===== config.mk =====
export PLATFORM = sky130hd
export DESIGN_NAME = mem_agu
export DESIGN_NICKNAME = d
export VERILOG_FILES = /design/src/cpu_pkg.sv /design/src/mem_agu.sv
export VERILOG_INCLUDE_DIRS = /design/src /design/src/include
export SDC_FILE = /design/constraint.sdc
export NUM_CORES = 1
export LEC_CHECK = 0
export BUFFER_PORTS_ARGS = -buffer_cell sky130_fd_sc_hd__buf_2
export CAP_MARGIN = 20
export CORE_ASPECT_RATIO = 0.9
export CORE_MARGIN = 3
export CORE_UTILIZATION = 44
export CTS_CLUSTER_SIZE = 8
export DETAILED_ROUTE_END_ITERATION = 6
export PLACE_DENSITY_LB_ADDON = 0.08
export SLEW_MARGIN = 25
export SYNTH_ARGS = -nofsm -noshare
export SYNTH_HDL_FRONTEND = slang
export SYNTH_SLANG_ARGS = --single-unit

===== constraint.sdc =====
create_clock -name clk -period 2.8 [get_ports clk]
set_input_delay 0.14 -clock clk [delete_from_list [all_inputs] [get_ports clk]]
set_output_delay 0.14 -clock clk [all_outputs]
set_load 0.05 [all_outputs]

===== src/include/cpu_params.svh =====
`ifndef CPU_PARAMS_SVH
`define CPU_PARAMS_SVH

// ~~~~~~~~~~~~~~~~~~~~~~~~~~~~~~
// memory stage build options
// ~~~~~~~~~~~~~~~~~~~~~~~~~~~~~~

// 1 keeps the LWL/LWR merge path, 0 makes both ops write back zero
`define CPU_LWLR_ENABLED 1

`define CACHED_WORDS   256  // depth of the cached region RAM
`define UNCACHED_WORDS 64   // depth of the uncached region RAM

// physical address bit that steers an access to the uncached RAM
`define UNCACHED_BIT 20

`endif


===== src/cpu_pkg.sv =====
package cpu_pkg;

	// ~~~~~~~~~~~~~~~~~~~~~~~~~~~~~~
	// shared types
	// ~~~~~~~~~~~~~~~~~~~~~~~~~~~~~~

	typedef logic [31:0] uint32_t;

	// codes are fixed so that stimulus files can give them in hex
	typedef enum logic [3:0] {
		OP_ALU = 4'h0,
		OP_LB  = 4'h1,
		OP_LH  = 4'h2,
		OP_LW  = 4'h3,
		OP_LBU = 4'h4,
		OP_LHU = 4'h5,
		OP_LWL = 4'h6,
		OP_LWR = 4'h7,
		OP_SB  = 4'h8,
		OP_SH  = 4'h9,
		OP_SW  = 4'ha
	} oper_t;

	// LWL and LWR count as loads, they read memory and merge with rt
	function automatic logic is_load(input oper_t op);
		unique case (op)
			OP_LB, OP_LH, OP_LW, OP_LBU, OP_LHU, OP_LWL, OP_LWR: is_load = 1'b1;
			default: is_load = 1'b0;
		endcase
	endfunction

	function automatic logic is_store(input oper_t op);
		unique case (op)
			OP_SB, OP_SH, OP_SW: is_store = 1'b1;
			default: is_store = 1'b0;
		endcase
	endfunction

endpackage


===== src/mem_agu.sv =====
`include "cpu_params.svh"

module mem_agu import cpu_pkg::*; (
	input  logic       clk,
	input  logic       rst,
	input  logic       in_valid,
	input  oper_t      op,
	input  uint32_t    base,
	input  uint32_t    offset,
	input  uint32_t    store_val,
	input  uint32_t    reg2,
	input  uint32_t    alu_result,
	input  logic [4:0] rd,
	output logic       s1_valid,
	output oper_t      s1_op,
	output uint32_t    paddr,
	output logic [3:0] byteenable,
	output logic       uncached,
	output uint32_t    wrdata,
	output logic       mem_read,
	output logic       mem_write,
	output uint32_t    s1_result,
	output logic [4:0] s1_rd
);

uint32_t    addr_sum;
logic [1:0] addr_offset;
logic [1:0] lwl_shift;
logic [3:0] be_next;
uint32_t    wrdata_next;

assign addr_sum    = base + offset;
assign addr_offset = addr_sum[1:0];
assign lwl_shift   = 2'd3 - addr_offset;

// ~~~~~~~~~~~~~~~~~~~~~~~~~~~~~~
// lane decode
// ~~~~~~~~~~~~~~~~~~~~~~~~~~~~~~

always_comb begin
	be_next     = 4'b0000;
	wrdata_next = store_val << {addr_offset, 3'b000}; // store data moves to its byte lane
	unique case (op)
		OP_LB, OP_LBU, OP_SB: be_next = 4'b0001 << addr_offset;
		OP_LH, OP_LHU, OP_SH: be_next = 4'b0011 << addr_offset;
		OP_LW, OP_SW:         be_next = 4'b1111;
		OP_LWL: begin
			be_next     = 4'b1111 << lwl_shift; // upper lanes, 3 down to 3 - offset
			wrdata_next = reg2;
		end
		OP_LWR: begin
			// memory bytes offset..3 land in the low lanes of rt
			be_next     = 4'b1111 >> addr_offset;
			wrdata_next = reg2;
		end
		default: be_next = 4'b0000; // ALU ops touch no lane
	endcase
end

// ~~~~~~~~~~~~~~~~~~~~~~~~~~~~~~
// stage 1 register
// ~~~~~~~~~~~~~~~~~~~~~~~~~~~~~~

always_ff @(posedge clk) begin
	if (rst) begin
		s1_valid  <= 1'b0;
		mem_read  <= 1'b0;
		mem_write <= 1'b0;
	end else begin
		s1_valid  <= in_valid;
		mem_read  <= in_valid & is_load(op);  // strobes only fire with a live instruction
		mem_write <= in_valid & is_store(op);
	end
end

always_ff @(posedge clk) begin
	s1_op      <= op;
	paddr      <= addr_sum;
	byteenable <= be_next;
	uncached   <= addr_sum[`UNCACHED_BIT];
	wrdata     <= wrdata_next;
	s1_result  <= alu_result;
	s1_rd      <= rd;
end

endmodule


==> results of run 1 <==
cell families (layout without fill, tap and decap cells):
kind of cell               count (synthesis)  in the layout  share of synthesized area, %
AOI/OAI and AO/OA                        136            136                          18.6
xor gates and xnor gates                  30             30                          5.33
adders and majority gates                 32             32                          8.27
buffers and inverters                     32            375                          2.87
DFF                                      112            112                          45.4
muxes                                     25             25                          5.28
and+or+nand+nor                          156            156                          14.3
worst max path at each step:
stage                     slack [ns]  depth (start not counted)                end  startpoint
after floorplan                 0.65                         11  paddr[28]$_DFF_P_   offset[0]
after CTS                       0.68                         12  paddr[28]$_DFF_P_   offset[0]
after global routing            0.53                         12  paddr[28]$_DFF_P_   offset[0]
after detailed placement        0.34                         12  paddr[28]$_DFF_P_   offset[0]
final                           0.68                         12  paddr[28]$_DFF_P_   offset[0]
after global placement          0.41                         12  paddr[28]$_DFF_P_   offset[0]
synth_stat cells (2+ instances only):
| library cell | n |
|---|---|
| nor3_1 | 4 |
| xor2_1 | 12 |
| nand2_1 | 78 |
| xnor2_1 | 18 |
| o211ai_1 | 12 |
| and2_1 | 3 |
| mux2i_1 | 17 |
| a21oi_1 | 45 |
| a31oi_1 | 3 |
| nor2_1 | 33 |
| dfxtp_1 | 112 |
| a21o_1 | 12 |
| o21bai_1 | 4 |
| mux2_2 | 8 |
| o31ai_1 | 9 |
| nand2b_1 | 2 |
| and3_2 | 2 |
| a211oi_1 | 2 |
| nor3b_1 | 3 |
| inv_1 | 9 |
| buf_6 | 2 |
| o21ai_0 | 23 |
| a31o_2 | 3 |
| a21oi_2 | 3 |
| nand4_1 | 6 |
| o21a_1 | 6 |
| o2111ai_2 | 2 |
| nand3_1 | 14 |
| clkbuf_1 | 17 |
| ha_1 | 31 |
area by class of cell:
class	count	area, um^2
Clock buffer	10	239
Fill cell	912	3480
Multi-Input combinational cell	379	2550
Timing Repair Buffer	350	2070
Tap cell	152	190
Inverter	9	33.8
Sequential cell	112	2240
Clock inverter	6	96.3
state kept, by name (all words and copies together) (netlist names):
signal / cells
s1_valid: 1
paddr: 32
s1_result: 32
mem_read: 1
s1_rd: 5
mem_write: 1
s1_op: 4
wrdata: 32
byteenable: 4
critical path, cell delays in order:
cell and delay, ns:
buf_2 0.08, ha_1 0.19, inv_1 0.06, fa_1 0.44, nor2b_4 0.15, o2111ai_2 0.13, a21oi_2 0.23, o21a_1 0.18
o21bai_1 0.10, a31o_2 0.26, o31ai_1 0.28, xor2_1 0.16
routing by layer:
| metal | vias to the layer above | part of all wire [%] |
|---|---|---|
| li1 | 2515 | - |
| met4 | 0 | 2.6 |
| met2 | 211 | 50 |
| met3 | 32 | 6.4 |
| met5 | - | 0 |
| met1 | 2341 | 41 |
power by group through the flow:
stage	clock network (uW)	registers, uW	logic, uW
6_report	1430	1860	1880
5_1_grt	1510	1880	1990
4_1_cts	1460	1860	1870
3_5_place_dp	0	1890	1800
3_3_place_gp	0	1890	1790
2_1_floorplan	0	2650	563
through the flow:
step,std cells,setup slack (ns)
after CTS,1018,0.684
after floorplan,523,0.646
final,1018,0.678
after detailed placement,942,0.335
after global placement,942,0.406
after global routing,1018,0.529
==> out/results.ini, run 1 <==
[run_status]
outcome=completed

[route]
drc=0
drt-initial-drc-count=400
routedWlPerCell_um=16.3
dr.pass1.iters=5
wl_mm=16.6
via_count=5099
viasPerCell=5.01
ant_nets=0

[yosys]
ys_warn_count=0
synth_top_area_share_pct=45.4
ys_seq_area_share_pct=45.4
synth_cell_types=58
synthArstFlopShare_pct=0
syn_inst=523
synth_area_leader_cell=dfxtp_1
synth_edf_count=0
synth_area_leaders=dfxtp_1 (45%), ha_1 (7.9%), nand2_1 (5.9%), a21oi_1 (4.6%), mux2i_1 (3.4%)
syn_area_per_cell_um2=9.43
yosys_register_bits=112
syn-cell-area_um2=4930
syn-num-nets=727
ys.flop_type=dfxtp_1

[die]
initial_core_util_pct=45.3
std_cell_rows=36
dieArea_um2=12500
core_um2=10900
die_y_um=106
ios=285
die_w_um=118

[timing]
max_freq_ghz=0.471
min_period_ns=2.12
tightestPinTransition_ns=0.545
final_hold_viol_count=0
setup_viol=0
max_slew_margin_pct=63.5
grt_setup_unrepaired=false
hold_slack_ns=0.0133
slew_violations=0
period_share_pct=75.8
finalSetupTns_ns=0

[final_layout]
fin_util_pct=68.1
final_cell_mix=buf_2 (284), dfxtp_1 (112), nand2_1 (78)
design_area_um2=7420
area_delta_synth_final_pct=50.4
finalNetCount=1065
drive_gt1_share_pct=38.6
n_antenna_cell=0
final_common_cell=buf_2

[global_route]
grt_pass1_wl_mm=25.6
busiest_layer=met2
use_met1_pct=30.4
antenna_found_initial=0
grt_pass1_vias=5058
use_met2_pct=44.6
grt-ovfl-total=0
grt_max_degree=25
grtUsageTotal_pct=25.5
gr-usage-met3_pct=7.13

[clock_tree]
cts_buffer_depth=2
cts.repair.resized=0
postCtsHoldBufs=60
clk_pin_slew_worst_paths_ns=0.08
h-tree-depth=3
clock_sinks=112
numCtsBuffers=9
cts_tree=done
postCtsSetupRepairBufs=0
cts_root_buffer=clkbuf_16

[critical_path]
arrival_ns=2.40
startpoint_type=primary input
critPathKind=in -> reg
cp_data_required_time_ns=3.08
path_max_fanout=5
end_kind=flip-flop

[pwr]
p_sw_uw=1990
ir_worst_vdd_mv=0.404
power_density_nw_per_um2=698
seqPwrFrac_pct=36.0
p_leak_uw=0.00369
intPower_uw=3200
combPwrFrac_pct=36.4
total_power_uw=5180
sw_frac_of_total_pct=38.3
clockPowerShare_pct=27.7

[placement]
dpl.hpwl_mm=12.2
gp_congestion=0.856
port_buffers=284
postPlaceCellArea_um2=6480

[worst_hold_path]
holdPathEnd=wrdata[8]$_DFF_P_
hp-class=in -> reg
min_from=reg2[8]
whs_path_depth=3

[run]
drv_cap=0

(Power assumes the default switching activity.)
==> inputs of run 2 (changes only) <==
Settings changed: ABC_AREA set to 1.
Clock period 2.8 ns to 2 ns, I/O delays scaled along.
==> run 2 against run 1 <==
First-iteration DRC count increased by 25%. Hold slack worse by 0.0085 ns. Sequential share of layout area decreased by 2.9 points. Clock power grew 32%. Non-clock buffer count rose by 4. Sequential cell count unchanged. Largest power group unchanged. Cell count up 32%. Largest cell class unchanged. Design area rose by 11%. Critical path depth fell by 5. Utilization decreased by 1.6 points.
==> out/results.ini, run 2 <==
[run_status]
outcome=completed

[global_route]
grt_pass1_vias=6045  ; +20%
grt_pass1_wl_mm=30.4  ; +19%
grtUsageTotal_pct=26.5  ; +0.99 points
grt_max_degree=27  ; +8.0%
grt-ovfl-total=0  ; unchanged
antenna_found_initial=2  ; +2

[route]
wl_mm=19.4  ; +16%
routedWlPerCell_um=14.4  ; -12%
dr.pass1.iters=5  ; unchanged
drc=0  ; unchanged
viasPerCell=4.69  ; -6.4%
via_count=6284  ; +23%
drt-initial-drc-count=499  ; +25%
ant_nets=0  ; unchanged

[final_layout]
seq_area_um2=2240  ; unchanged
fin_util_pct=66.4  ; -1.6 points
reg.largest.list=paddr (32), s1_result (32), wrdata (32)
finalNetCount=1379  ; +29%
multi_input_area_um2=2840  ; +11%
final_cell_mix=buf_2 (284), nand2_1 (263), inv_1 (132)
n_fill_cell=1141  ; +25%
drive_gt1_share_pct=27.3  ; -11 points
final_common_cell=buf_2
area_delta_synth_final_pct=44.4

[timing]
grt_setup_unrepaired=false
max_slew_margin_pct=69.0  ; +5.4 points
final_hold_viol_count=0  ; unchanged
slew_violations=0  ; unchanged
hold_slack_ns=0.00482  ; -0.00846 ns
max_freq_ghz=0.641
period_share_pct=78.0
finalSetupTns_ns=0  ; unchanged
min_period_ns=1.56
tightestPinTransition_ns=0.465  ; -0.0805 ns
setup_viol=0  ; unchanged

[pwr]
total_power_uw=7190  ; +39%
ir_worst_vdd_mv=0.413  ; +2.2%
p_leak_uw=0.00471  ; +28%
power_density_nw_per_um2=876  ; +25%

[die]
std_cell_rows=38  ; +5.6%
ios=285  ; unchanged
core_um2=12400  ; +13%
die_w_um=126  ; +7.0%
dieArea_um2=14300  ; +14%
die_y_um=114  ; +6.9%
initial_core_util_pct=46.0  ; +0.74 points

[worst_hold_path]
hp-class=in -> reg
holdPathEnd=wrdata[29]$_DFF_P_
whs_path_depth=3  ; unchanged
min_from=reg2[29]

[yosys]
syn_area_per_cell_um2=6.86  ; -27%
syn-num-nets=1033  ; +42%
synth_top_area_share_pct=39.4  ; -6.0 points
syn-cell-area_um2=5690  ; +15%
yosys_register_bits=112  ; unchanged
synthArstFlopShare_pct=0  ; unchanged
synth_common_cells=nand2_1 (263), inv_1 (132), dfxtp_1 (112)
synth_area_leaders=dfxtp_1 (39%), nand2_1 (17%), inv_1 (8.7%), ha_1 (6.8%), nand3_1 (5.5%)
syn_inst=829  ; +59%
ys.flop_type=dfxtp_1
synth_edf_count=0  ; unchanged
synth_cell_types=33  ; -43%
synth_area_leader_cell=dfxtp_1
synth.most_common_cell=nand2_1
ys_warn_count=0  ; unchanged
ys_seq_area_share_pct=39.4  ; -6.0 points

[clock_tree]
clock_sinks=112  ; unchanged
cts_tree=done
numCtsBuffers=9  ; unchanged
cts_buffer_depth=2  ; unchanged
clk_pin_slew_worst_paths_ns=0.08  ; about the same
cts_root_buffer=clkbuf_16
h-tree-depth=3  ; unchanged

[critical_path]
path_max_fanout=14  ; +9
startpoint_type=primary input
cp_data_required_time_ns=2.27  ; -0.81 ns
end_kind=flip-flop
arrival_ns=1.83  ; -0.57 ns
critPathKind=in -> reg

[placement]
port_buffers=284  ; unchanged
gp_congestion=0.915  ; +7.0%
dpl.hpwl_mm=15.2  ; +25%

[run]
drv_cap=0  ; unchanged

[run 2: cell count changes after synthesis, moves of 11 or more]
cell      change
clkbuf_1     -12
xnor2_1      -15
o211ai_1     -11
nand3_1      +49
inv_1       +123
a21o_1       -11
nand2_1     +185
nor2_1       +39
[run 2: kinds of logic after synthesis]
kind of cell	Yosys count	share of synthesized area [%]
buf+inv	151	10.6
flops	112	39.4
simple gates	423	30.5
compound gates	88	8.56
mux	8	1.43
fa+ha+maj	32	7.17
xor+xnor	15	2.31
[run 2: final cells by class]
class | count | area share (%)
tap | 160 | 2.44
sequential | 112 | 27.3
clock buffer | 9 | 2.74
multi-input combinational | 566 | 34.6
timing repair buffer | 354 | 25.6
inverter | 132 | 6.03
antenna | 1 | 0.0305
clock inverter | 7 | 1.20
[run 2: worst max path at each step]
stage / startpoint / to / slack (ns) / cells past startpoint
floorplan: offset[0] / wrdata[30]$_DFF_P_ / 0.37 / 6
global placement: offset[0] / wrdata[14]$_DFF_P_ / 0.24 / 7
detailed placement: offset[0] / wrdata[12]$_DFF_P_ / 0.18 / 7
CTS: op[2] / wrdata[12]$_DFF_P_ / 0.45 / 7
global route: op[2] / wrdata[11]$_DFF_P_ / 0.26 / 7
finish: op[2] / wrdata[12]$_DFF_P_ / 0.44 / 7
[run 2: power breakdown]
group	switching [uW]	leakage, uW	internal, uW
clock network	974	0.000155	917
logic	1940	0.00361	760
registers	80.1	0.000942	2520
total	2990	0.00471	4200
[run 2: per-stage QoR]
step	instance area, um^2	instances	setup slack [ns]
after detailed placement	7250	1261	0.184
after global placement	7250	1261	0.244
after global routing	8210	1341	0.257
final	8210	1341	0.440
after floorplan	5690	829	0.370
after CTS	8210	1340	0.451
[run 2: worst max-delay path: stages]
cell and delay [ns]:
dlygate4sd3_1 0.53, buf_2 0.13, inv_1 0.07, nor2_2 0.04, nand2_1 0.35, nand2_1 0.35
o21ai_0 0.25
[run 2: layer usage]
layer  vias up  track usage (%)  part of all wire (%)
met2       194             50.0                    52
met3        26             4.54                   5.2
met1      2783             31.1                    40
met4         2             7.15                   2.3
met5         -                0                 0.067
li1       3279                -                     -
[run 2: repair_timing]
action                                 in CTS  in global routing
hold buffers                               63                  0
setup buffers                               0                  0
endpoints found under the hold margin      62                  0
gates resized for setup                     0                  0
