==> src/include/cpu_params.svh <==
`ifndef CPU_PARAMS_SVH
`define CPU_PARAMS_SVH

// ~~~~~~~~~~~~~~~~~~~~~~~~~~~~~~
// memory stage build options
// ~~~~~~~~~~~~~~~~~~~~~~~~~~~~~~

// 1 keeps the LWL/LWR merge path, 0 makes both ops write back zero
`define CPU_LWLR_ENABLED 1

`define CACHED_WORDS   256  // depth of the cached region RAM
`define UNCACHED_WORDS 64   // depth of the uncached region RAM

// physical address bit that steers an access to the uncached RAM
`define UNCACHED_BIT 20

`endif

==> src/cpu_pkg.sv <==
package cpu_pkg;

	// ~~~~~~~~~~~~~~~~~~~~~~~~~~~~~~
	// shared types
	// ~~~~~~~~~~~~~~~~~~~~~~~~~~~~~~

	typedef logic [31:0] uint32_t;

	// codes are fixed so that stimulus files can give them in hex
	typedef enum logic [3:0] {
		OP_ALU = 4'h0,
		OP_LB  = 4'h1,
		OP_LH  = 4'h2,
		OP_LW  = 4'h3,
		OP_LBU = 4'h4,
		OP_LHU = 4'h5,
		OP_LWL = 4'h6,
		OP_LWR = 4'h7,
		OP_SB  = 4'h8,
		OP_SH  = 4'h9,
		OP_SW  = 4'ha
	} oper_t;

	// LWL and LWR count as loads, they read memory and merge with rt
	function automatic logic is_load(input oper_t op);
		unique case (op)
			OP_LB, OP_LH, OP_LW, OP_LBU, OP_LHU, OP_LWL, OP_LWR: is_load = 1'b1;
			default: is_load = 1'b0;
		endcase
	endfunction

	function automatic logic is_store(input oper_t op);
		unique case (op)
			OP_SB, OP_SH, OP_SW: is_store = 1'b1;
			default: is_store = 1'b0;
		endcase
	endfunction

endpackage

==> src/mem_load_align.sv <==
`include "cpu_params.svh"

module mem_load_align import cpu_pkg::*; (
	input  logic       clk,
	input  logic       rst,
	input  logic       valid,
	input  oper_t      op,
	input  uint32_t    paddr,
	input  logic [3:0] byteenable,
	input  logic       uncached,
	input  uint32_t    wrdata,
	input  uint32_t    exec_result,
	input  logic [4:0] rd,
	input  uint32_t    cached_rddata,
	input  uint32_t    uncached_rddata,
	output logic       wb_valid,
	output logic [4:0] wb_rd,
	output uint32_t    wb_data
);

uint32_t    data_rd;
logic [1:0] addr_offset;
logic [1:0] lwl_shift;
uint32_t    aligned_data_rd;
uint32_t    unaligned_data_rd;
uint32_t    lane_mask;
uint32_t    unaligned_word;
uint32_t    signed_ext_byte;
uint32_t    signed_ext_half;
uint32_t    zero_ext_byte;
uint32_t    zero_ext_half;
uint32_t    result_next;

assign data_rd     = uncached ? uncached_rddata : cached_rddata;
assign addr_offset = paddr[1:0];
assign lwl_shift   = 2'd3 - addr_offset;

assign aligned_data_rd = data_rd >> {addr_offset, 3'b000};
assign signed_ext_byte = {{24{aligned_data_rd[7]}}, aligned_data_rd[7:0]};
assign signed_ext_half = {{16{aligned_data_rd[15]}}, aligned_data_rd[15:0]};
assign zero_ext_byte   = {24'b0, aligned_data_rd[7:0]};
assign zero_ext_half   = {16'b0, aligned_data_rd[15:0]};

// ~~~~~~~~~~~~~~~~~~~~~~~~~~~~~~
// LWL / LWR merge
// ~~~~~~~~~~~~~~~~~~~~~~~~~~~~~~

assign lane_mask = {{8{byteenable[3]}}, {8{byteenable[2]}},
	{8{byteenable[1]}}, {8{byteenable[0]}}};

assign unaligned_data_rd = (op == OP_LWL) ? data_rd << {lwl_shift, 3'b000}
	: data_rd >> {addr_offset, 3'b000};

generate
	if (`CPU_LWLR_ENABLED) begin : g_lwlr
		// wrdata carries the old rt here, memory lanes overwrite the enabled bytes
		assign unaligned_word = (wrdata & ~lane_mask) | (unaligned_data_rd & lane_mask);
	end else begin : g_no_lwlr
		assign unaligned_word = '0;
	end
endgenerate

always_comb begin
	result_next = exec_result; // ALU ops and stores pass through
	if (is_load(op)) begin
		unique case (op)
			OP_LB:          result_next = signed_ext_byte;
			OP_LH:          result_next = signed_ext_half;
			OP_LBU:         result_next = zero_ext_byte;
			OP_LHU:         result_next = zero_ext_half;
			OP_LWL, OP_LWR: result_next = unaligned_word;
			default:        result_next = aligned_data_rd;
		endcase
	end
end

always_ff @(posedge clk) begin
	if (rst) wb_valid <= 1'b0;
	else     wb_valid <= valid;
end

always_ff @(posedge clk) begin
	wb_rd   <= rd;
	wb_data <= result_next;
end

endmodule

==> config.mk <==
export PLATFORM = sky130hd
export DESIGN_NAME = mem_load_align
export DESIGN_NICKNAME = d
export VERILOG_FILES = /design/src/cpu_pkg.sv /design/src/mem_load_align.sv
export VERILOG_INCLUDE_DIRS = /design/src /design/src/include
export SDC_FILE = /design/constraint.sdc
export NUM_CORES = 1
export LEC_CHECK = 0
export BUFFER_PORTS_ARGS = -buffer_cell sky130_fd_sc_hd__buf_2
export CAP_MARGIN = 20
export CORE_MARGIN = 3
export CORE_UTILIZATION = 41
export CTS_BUF_LIST = sky130_fd_sc_hd__clkbuf_16
export DETAILED_ROUTE_END_ITERATION = 10
export PLACE_DENSITY_LB_ADDON = 0.25
export SYNTH_ARGS = -nofsm -noshare
export SYNTH_HDL_FRONTEND = slang
export SYNTH_SLANG_ARGS = --single-unit
==> constraint.sdc <==
create_clock -name clk -period 1.6 [get_ports clk]
set_input_delay 0.16 -clock clk [delete_from_list [all_inputs] [get_ports clk]]
set_output_delay 0.16 -clock clk [all_outputs]
set_load 0.1 [all_outputs]
==> results of run 1 <==
## layer usage
metal / vias up / routed length [um] / track usage
li1: 2092 / - / -
met1: 2142 / 6486 / 0.4037
met2: 255 / 6977 / 0.4532
met3: 8 / 1214 / 0.02867
met4: 0 / 130 / 0.04642
met5: - / 0 / 0
## area by class of cell
cell class,count,share of cell area
Clock buffer,5,0.02229
Clock inverter,3,0.01226
Inverter,6,0.004012
Multi-Input combinational cell,318,0.4990
Sequential cell,38,0.1355
Tap cell,108,0.02407
Timing Repair Buffer,274,0.3029
## path summary, 6_finish.rpt
path,endpoint,depth (start not counted),slack (ns)
worst min-delay path,wb_valid$_SDFF_PP0_,2,0.03
worst max-delay path,wb_data[2]$_DFF_P_,6,0.04
## flip-flops by register name, summed over array words and instances (netlist names)
name	flops
wb_data	32
wb_rd	5
wb_valid	1
## repair_timing
action / in CTS / in global routing
pin swaps: 0 / 0
hold endpoints to repair: 5 / 0
hold buffers: 5 / 0
endpoints found under the setup margin: 1 / 23
resized for setup: 2 / 13
## cells by family after synthesis
| kind of cell | Yosys count | share of synthesized area |
|---|---|---|
| XOR/XNOR | 1 | 0.002324 |
| AND/OR/NAND/NOR | 108 | 0.1438 |
| multiplexers | 66 | 0.3151 |
| flip-flops | 38 | 0.2019 |
| buffers and inverters | 44 | 0.07469 |
| AO/OA/AOI/OAI | 143 | 0.2623 |
## cells in the mapped netlist (7+ instances only)
| cell type | number | share of area |
|---|---|---|
| buf_4 | 9 | 0.018 |
| nand3_1 | 7 | 0.0093 |
| mux2i_1 | 14 | 0.037 |
| buf_2 | 9 | 0.012 |
| clkbuf_1 | 12 | 0.012 |
| o21ai_0 | 33 | 0.044 |
| a31oi_1 | 16 | 0.027 |
| mux4_2 | 25 | 0.15 |
| nor2_1 | 36 | 0.036 |
| mux2_2 | 14 | 0.042 |
| mux4_1 | 12 | 0.084 |
| a22oi_1 | 15 | 0.030 |
| a21oi_1 | 19 | 0.025 |
| a221oi_1 | 10 | 0.023 |
| dfxtp_1 | 38 | 0.20 |
| nand2_1 | 29 | 0.029 |
| a22o_1 | 12 | 0.028 |
## where the power goes
part / switching, mW / internal (mW) / total (mW)
combinational: 1.47 / 0.753 / 2.22
clock: 0.427 / 0.897 / 1.32
sequential: 0.0274 / 1.06 / 1.08
total: 1.93 / 2.71 / 4.63
## through the flow
step	worst slack, ns	utilization	power [mW]
2_1_floorplan	0.03797	-	2.574
3_3_place_gp	-0.2482	0.6019	3.238
3_5_place_dp	-0.2971	0.6019	3.265
4_1_cts	0.004316	0.6307	4.589
5_1_grt	-0.01170	0.6375	4.795
6_report	0.04303	0.6375	4.630
==> summary.md, run 1 <==
| Metric | Value |
|---|---|
| WL/cell | `between 15 and 20 um` |
| EDFF count, synth | `0` |
| Share of cells above drive strength 1 | `0.5280` |
| Worst hold-check path type | `in2reg` |
| Vias in the first global route | `a little over 4000` |
| Area delta synth->final | `48.97%` |
| CP arrival | `approximately 1.7 ns` |
| RSZ-0062 raised after global routing | `yes` |
| Slowest cell on the critical path | `mux4_2` |
| DP Cell Count | `739` |
| Fmax | `around 640 MHz` |
| Power Density | `about 820 nW/um2` |
| Most common cell after layout, fill and taps aside | `buf_2` |
| GRT overflow | `0` |
| # rows | `34` |
| Peak VDD IR | `between 400 and 500 uV` |
| Drt drc | `0` |
| ANT nets after route | `0` |
| Final WL | `roughly 15000 um` |
| Initial antenna violation count | `0` |
| Placed inst area | `5300 um2` |
| CTS Buf Count | `5` |
| Worst slew margin | `0.5933` |
| Fill cell total of the finished layout | `slightly below 800` |
| Worst path cell trace | `buf_2 > buf_4 > mux4_2 > mux2_2 > a22oi_2 > o21ai_0` |
| Async SR Flop Fraction | `0` |
| Final Hold Fails | `0` |
| DP Wirelength | `about 12000 um` |
| Fin crit period | `1.557 ns` |
| Worst hold start | `rst` |
| Starting Density | `0.4280` |
| First-pass GRT wire length | `between 20000 and 25000 um` |
| Critical Path Fanout Max | `8` |
| Via count | `4497` |
| Gr usage total | `0.2767` |
| Final Wtd Congestion | `about 0.96` |
| Hold Slack | `0.02642 ns` |
| Flop and latch count out of synthesis | `38` |
| First drt pass iteration count | `5` |
| Final setup viols | `0` |
| Worst-Margin Slew | `about 0.61 ns` |
| CP startpoint | `paddr[0]` |
| Netlist Area Pre-Place | `around 3800 um2` |
| Clock Sinks | `38` |
| Largest net degree at the start of global routing | `30` |
| Main synth FF type | `dfxtp_1` |
| Crit end category | `register` |
| Worst endpoint required time | `between 1.5 and 2 ns` |
| CTS tree | `done` |
| CP top delay family | `multiplexers` |
| Total setup buffers inserted after CTS | `0` |
| Fin crit share | `0.9731` |
| Distinct cells, synth | `between 60 and 70` |
| I/O pins | `between 200 and 250` |
| Net Count, Synth | `577` |
| Avg Cell Area, Syn | `between 9 and 10 um2` |
| Diodes inserted | `0` |
| Crit Path Class | `in2reg` |
| Vert. Die Dim | `roughly 100 um` |
| H-tree depth | `2` |
| Setup tns final | `0 ns` |
| Yosys warns | `0` |
| Final Max Tran Viols | `0` |
| Sequential fraction of the synthesis area | `0.2019` |
| Multi-input gate area | `2801 um2` |
| Core area | `between 8000 and 9000 um2` |
| CTS root buffer | `clkbuf_16` |
| Clock Tree Buf Depth | `2` |
| Clock slew at reported path FFs | `roughly 0.060 ns` |
| Final std cells w/o fill | `around 750` |
| Via/cell ratio | `around 6.0` |
| Starting DRT DRC Count | `276` |
| Die area | `about 10000 um2` |
| Mapped Cells | `400` |
| Max incr delay on CP | `~0.51 ns` |
| Leakage | `2.487 nW` |
| IO Port Bufs | `between 150 and 200` |
| Most frequent cells in the layout | `buf_2, buf_4, dfxtp_1` |
| Buf/Inv on CP | `2` |
| Register Area | `~760 um2` |
| Status | `complete, no violations` |
| Crit path launch type | `input port` |
| Nets | `820` |
| Die W | `approximately 100 um` |
| Max-Cap Viols | `0` |
| Post-route cell area | `5614 um2` |
(Power assumes the default switching activity.)
==> inputs of run 2 (changes only) <==
--- a/config.mk
+++ b/config.mk
@@ -12,7 +12,8 @@
 export CORE_UTILIZATION = 41
 export CTS_BUF_LIST = sky130_fd_sc_hd__clkbuf_16
 export DETAILED_ROUTE_END_ITERATION = 10
-export PLACE_DENSITY_LB_ADDON = 0.25
+export GPL_ROUTABILITY_DRIVEN = 0
+export PLACE_DENSITY_LB_ADDON = 0.12
 export SYNTH_ARGS = -nofsm -noshare
 export SYNTH_HDL_FRONTEND = slang
 export SYNTH_SLANG_ARGS = --single-unit
==> run 2 against run 1 <==
Effect of this change: final area down 0.56%; sequential share of layout area increased by 0.076 points; cell count decreased by 0.40%; critical path type unchanged.
==> summary.md, run 2 (synthesized netlist as in run 1, its figures left out) <==
| Metric | Value |
|---|---|
| Crit Path Class | `in2reg` |
| Hold Crit Depth | `2 (unchanged)` |
| Die W | `101.9 um (unchanged)` |
| Worst-Margin Slew | `0.6607 ns (+0.05399 ns)` |
| Fmax | `661.1 MHz (+2.9%)` |
| DP Worst Slack | `-0.5497 ns (-0.2526 ns)` |
| Diodes inserted | `0 (unchanged)` |
| IO Port Bufs | `184 (unchanged)` |
| Nets | `817 (-0.37%)` |
| Peak VDD IR | `471.4 uV (+2.2%)` |
| Final worst slack | `0.08743 ns (+0.04440 ns)` |
| Buf/Inv on CP | `2 (unchanged)` |
| Crit path launch type | `input port` |
| I/O pins | `215 (unchanged)` |
| Clock slew at reported path FFs | `0.06 ns (about the same)` |
| Largest net degree at the start of global routing | `16 (-47%)` |
| Final Hold Fails | `0 (unchanged)` |
| H-tree depth | `2 (unchanged)` |
| WL/cell | `18.74 um (-4.8%)` |
| Area delta synth->final | `48.14%` |
| # rows | `34 (unchanged)` |
| GRT overflow | `0 (unchanged)` |
| Starting DRT DRC Count | `293 (+6.2%)` |
| Core area | `8806 um2 (unchanged)` |
| Vias in the first global route | `4185 (+0.77%)` |
| Pwr Total | `4.594 mW (-0.79%)` |
| Crit end category | `register` |
| Worst path cell trace | `buf_2 > buf_12 > mux4_1 > a22oi_2 > a211oi_1 > a21oi_1 > a221oi_2` |
| CTS Buf Count | `5 (unchanged)` |
| DP Cell Count | `736 (-0.41%)` |
| Starting Density | `0.4280 (unchanged)` |
| Share of cells above drive strength 1 | `0.5195 (-0.008450)` |
| ANT nets after route | `0 (unchanged)` |
| Max-Cap Viols | `0 (unchanged)` |
| Max incr delay on CP | `0.61 ns (+0.10 ns)` |
| Leakage | `2.475 nW (-0.49%)` |
| Final std cells w/o fill | `749 (-0.40%)` |
| Fill cell total of the finished layout | `784 (-0.51%)` |
| Final setup viols | `0 (unchanged)` |
| Most frequent cells in the layout | `buf_2, buf_4, dfxtp_1` |
| Worst hold-check path type | `in2reg` |
| First-pass GRT wire length | `21340 um (-4.1%)` |
| CP top delay family | `compound AO/OA/AOI/OAI gates` |
| DP Wirelength | `11650 um (-5.8%)` |
| First drt pass iteration count | `5 (unchanged)` |
| Final Max Tran Viols | `0 (unchanged)` |
| Most common cell after layout, fill and taps aside | `buf_2` |
| Gr usage total | `0.2625 (-0.01411)` |
| Via count | `4470 (-0.60%)` |
| Top reg by flops | `wb_data` |
| Clock Sinks | `38 (unchanged)` |
| Fin crit period | `1.513 ns (-0.04440 ns)` |
| CP arrival | `1.67 ns (-0.05 ns)` |
| Post-route cell area | `5583 um2 (-0.56%)` |
| Critical Path Fanout Max | `15 (+7)` |
| Placed inst area | `5290 um2 (-0.19%)` |
| Die area | `10380 um2 (unchanged)` |
| Worst slew margin | `0.5591 (-0.03426)` |
| Biggest regs | `wb_data (32), wb_rd (5), wb_valid (1)` |
| CTS root buffer | `clkbuf_16` |
| Clock Tree Buf Depth | `2 (unchanged)` |
| Worst endpoint required time | `1.76 ns (about the same)` |
| Final WL | `14030 um (-5.2%)` |
| Critical Path End | `wb_data[12]$_DFF_P_` |
| Critical Path Stages | `7 (+1)` |
| Drt drc | `0 (unchanged)` |
| CTS tree | `done` |
| CP startpoint | `uncached` |
| Power Density | `822.8 nW/um2 (-0.23%)` |
| Register Area | `760.7 um2 (unchanged)` |
| Via/cell ratio | `5.968 (-0.20%)` |
| Max reg flops | `32 (unchanged)` |
| Slowest cell on the critical path | `mux4_1` |
| Vert. Die Dim | `101.9 um (unchanged)` |
| Initial antenna violation count | `0 (unchanged)` |
| Multi-input gate area | `2758 um2 (-1.6%)` |
| Fin crit share | `0.9454 (-0.02775)` |
| Status | `complete, no violations` |
[run 2: changes by cell type in the layout (fill, tap and decap cells not counted), moves of 2 or more]
| cell | delta |
|---|---|
| a22oi_1 | +4 |
| a22oi_2 | -4 |
| buf_12 | +2 |
| buf_4 | -6 |
| buf_6 | +2 |
| mux4_1 | -3 |
| mux4_2 | +3 |
[run 2: cell type report]
type,count,area share
tap,108,0.02420
timing repair buffer,271,0.3068
multi-input combinational,318,0.4939
sequential,38,0.1363
clock buffer,5,0.02241
inverter,6,0.004034
clock inverter,3,0.01233
[run 2: what timing repair did]
action,in CTS,in global routing
hold buffers,5,0
gates cloned,0,0
buffers inserted,0,0
endpoints found under the hold margin,5,0
endpoints found under the setup margin,27,7
pin swaps,0,1
gates resized for setup,4,13
[run 2: metrics by stage]
| step | hold WS, ns | util | setup TNS, ns |
|---|---|---|---|
| after floorplan | 0.1877 | - | 0 |
| after global placement | 0.2630 | 0.6007 | -8.844 |
| after detailed placement | 0.2640 | 0.6007 | -10.92 |
| after CTS | 0.02247 | 0.6300 | 0 |
| after global routing | 0.02921 | 0.6340 | -0.0006581 |
| final | 0.02827 | 0.6340 | 0 |
[run 2: worst min-delay path by stage]
| stage | from | end | slack (ns) |
|---|---|---|---|
| CTS | rst | wb_valid$_SDFF_PP0_ | 0.02 |
| finish | rst | wb_valid$_SDFF_PP0_ | 0.03 |
| detailed placement | rd[2] | wb_rd[2]$_DFF_P_ | 0.26 |
| floorplan | rd[0] | wb_rd[0]$_DFF_P_ | 0.19 |
| global placement | rd[0] | wb_rd[0]$_DFF_P_ | 0.26 |
| global route | rst | wb_valid$_SDFF_PP0_ | 0.03 |
[run 2: power by group]
group / total [mW] / switching [mW] / internal (mW)
combinational: 2.20 / 1.45 / 0.754
clock: 1.31 / 0.412 / 0.896
sequential: 1.08 / 0.0280 / 1.06
total: 4.59 / 1.89 / 2.71
[run 2: per-layer routing]
| layer | share of wire | GRT usage |
|---|---|---|
| met3 | 0.089 | 0.03413 |
| met4 | 0.011 | 0.04743 |
| met2 | 0.47 | 0.4316 |
| met5 | 0 | 0 |
| met1 | 0.43 | 0.3770 |
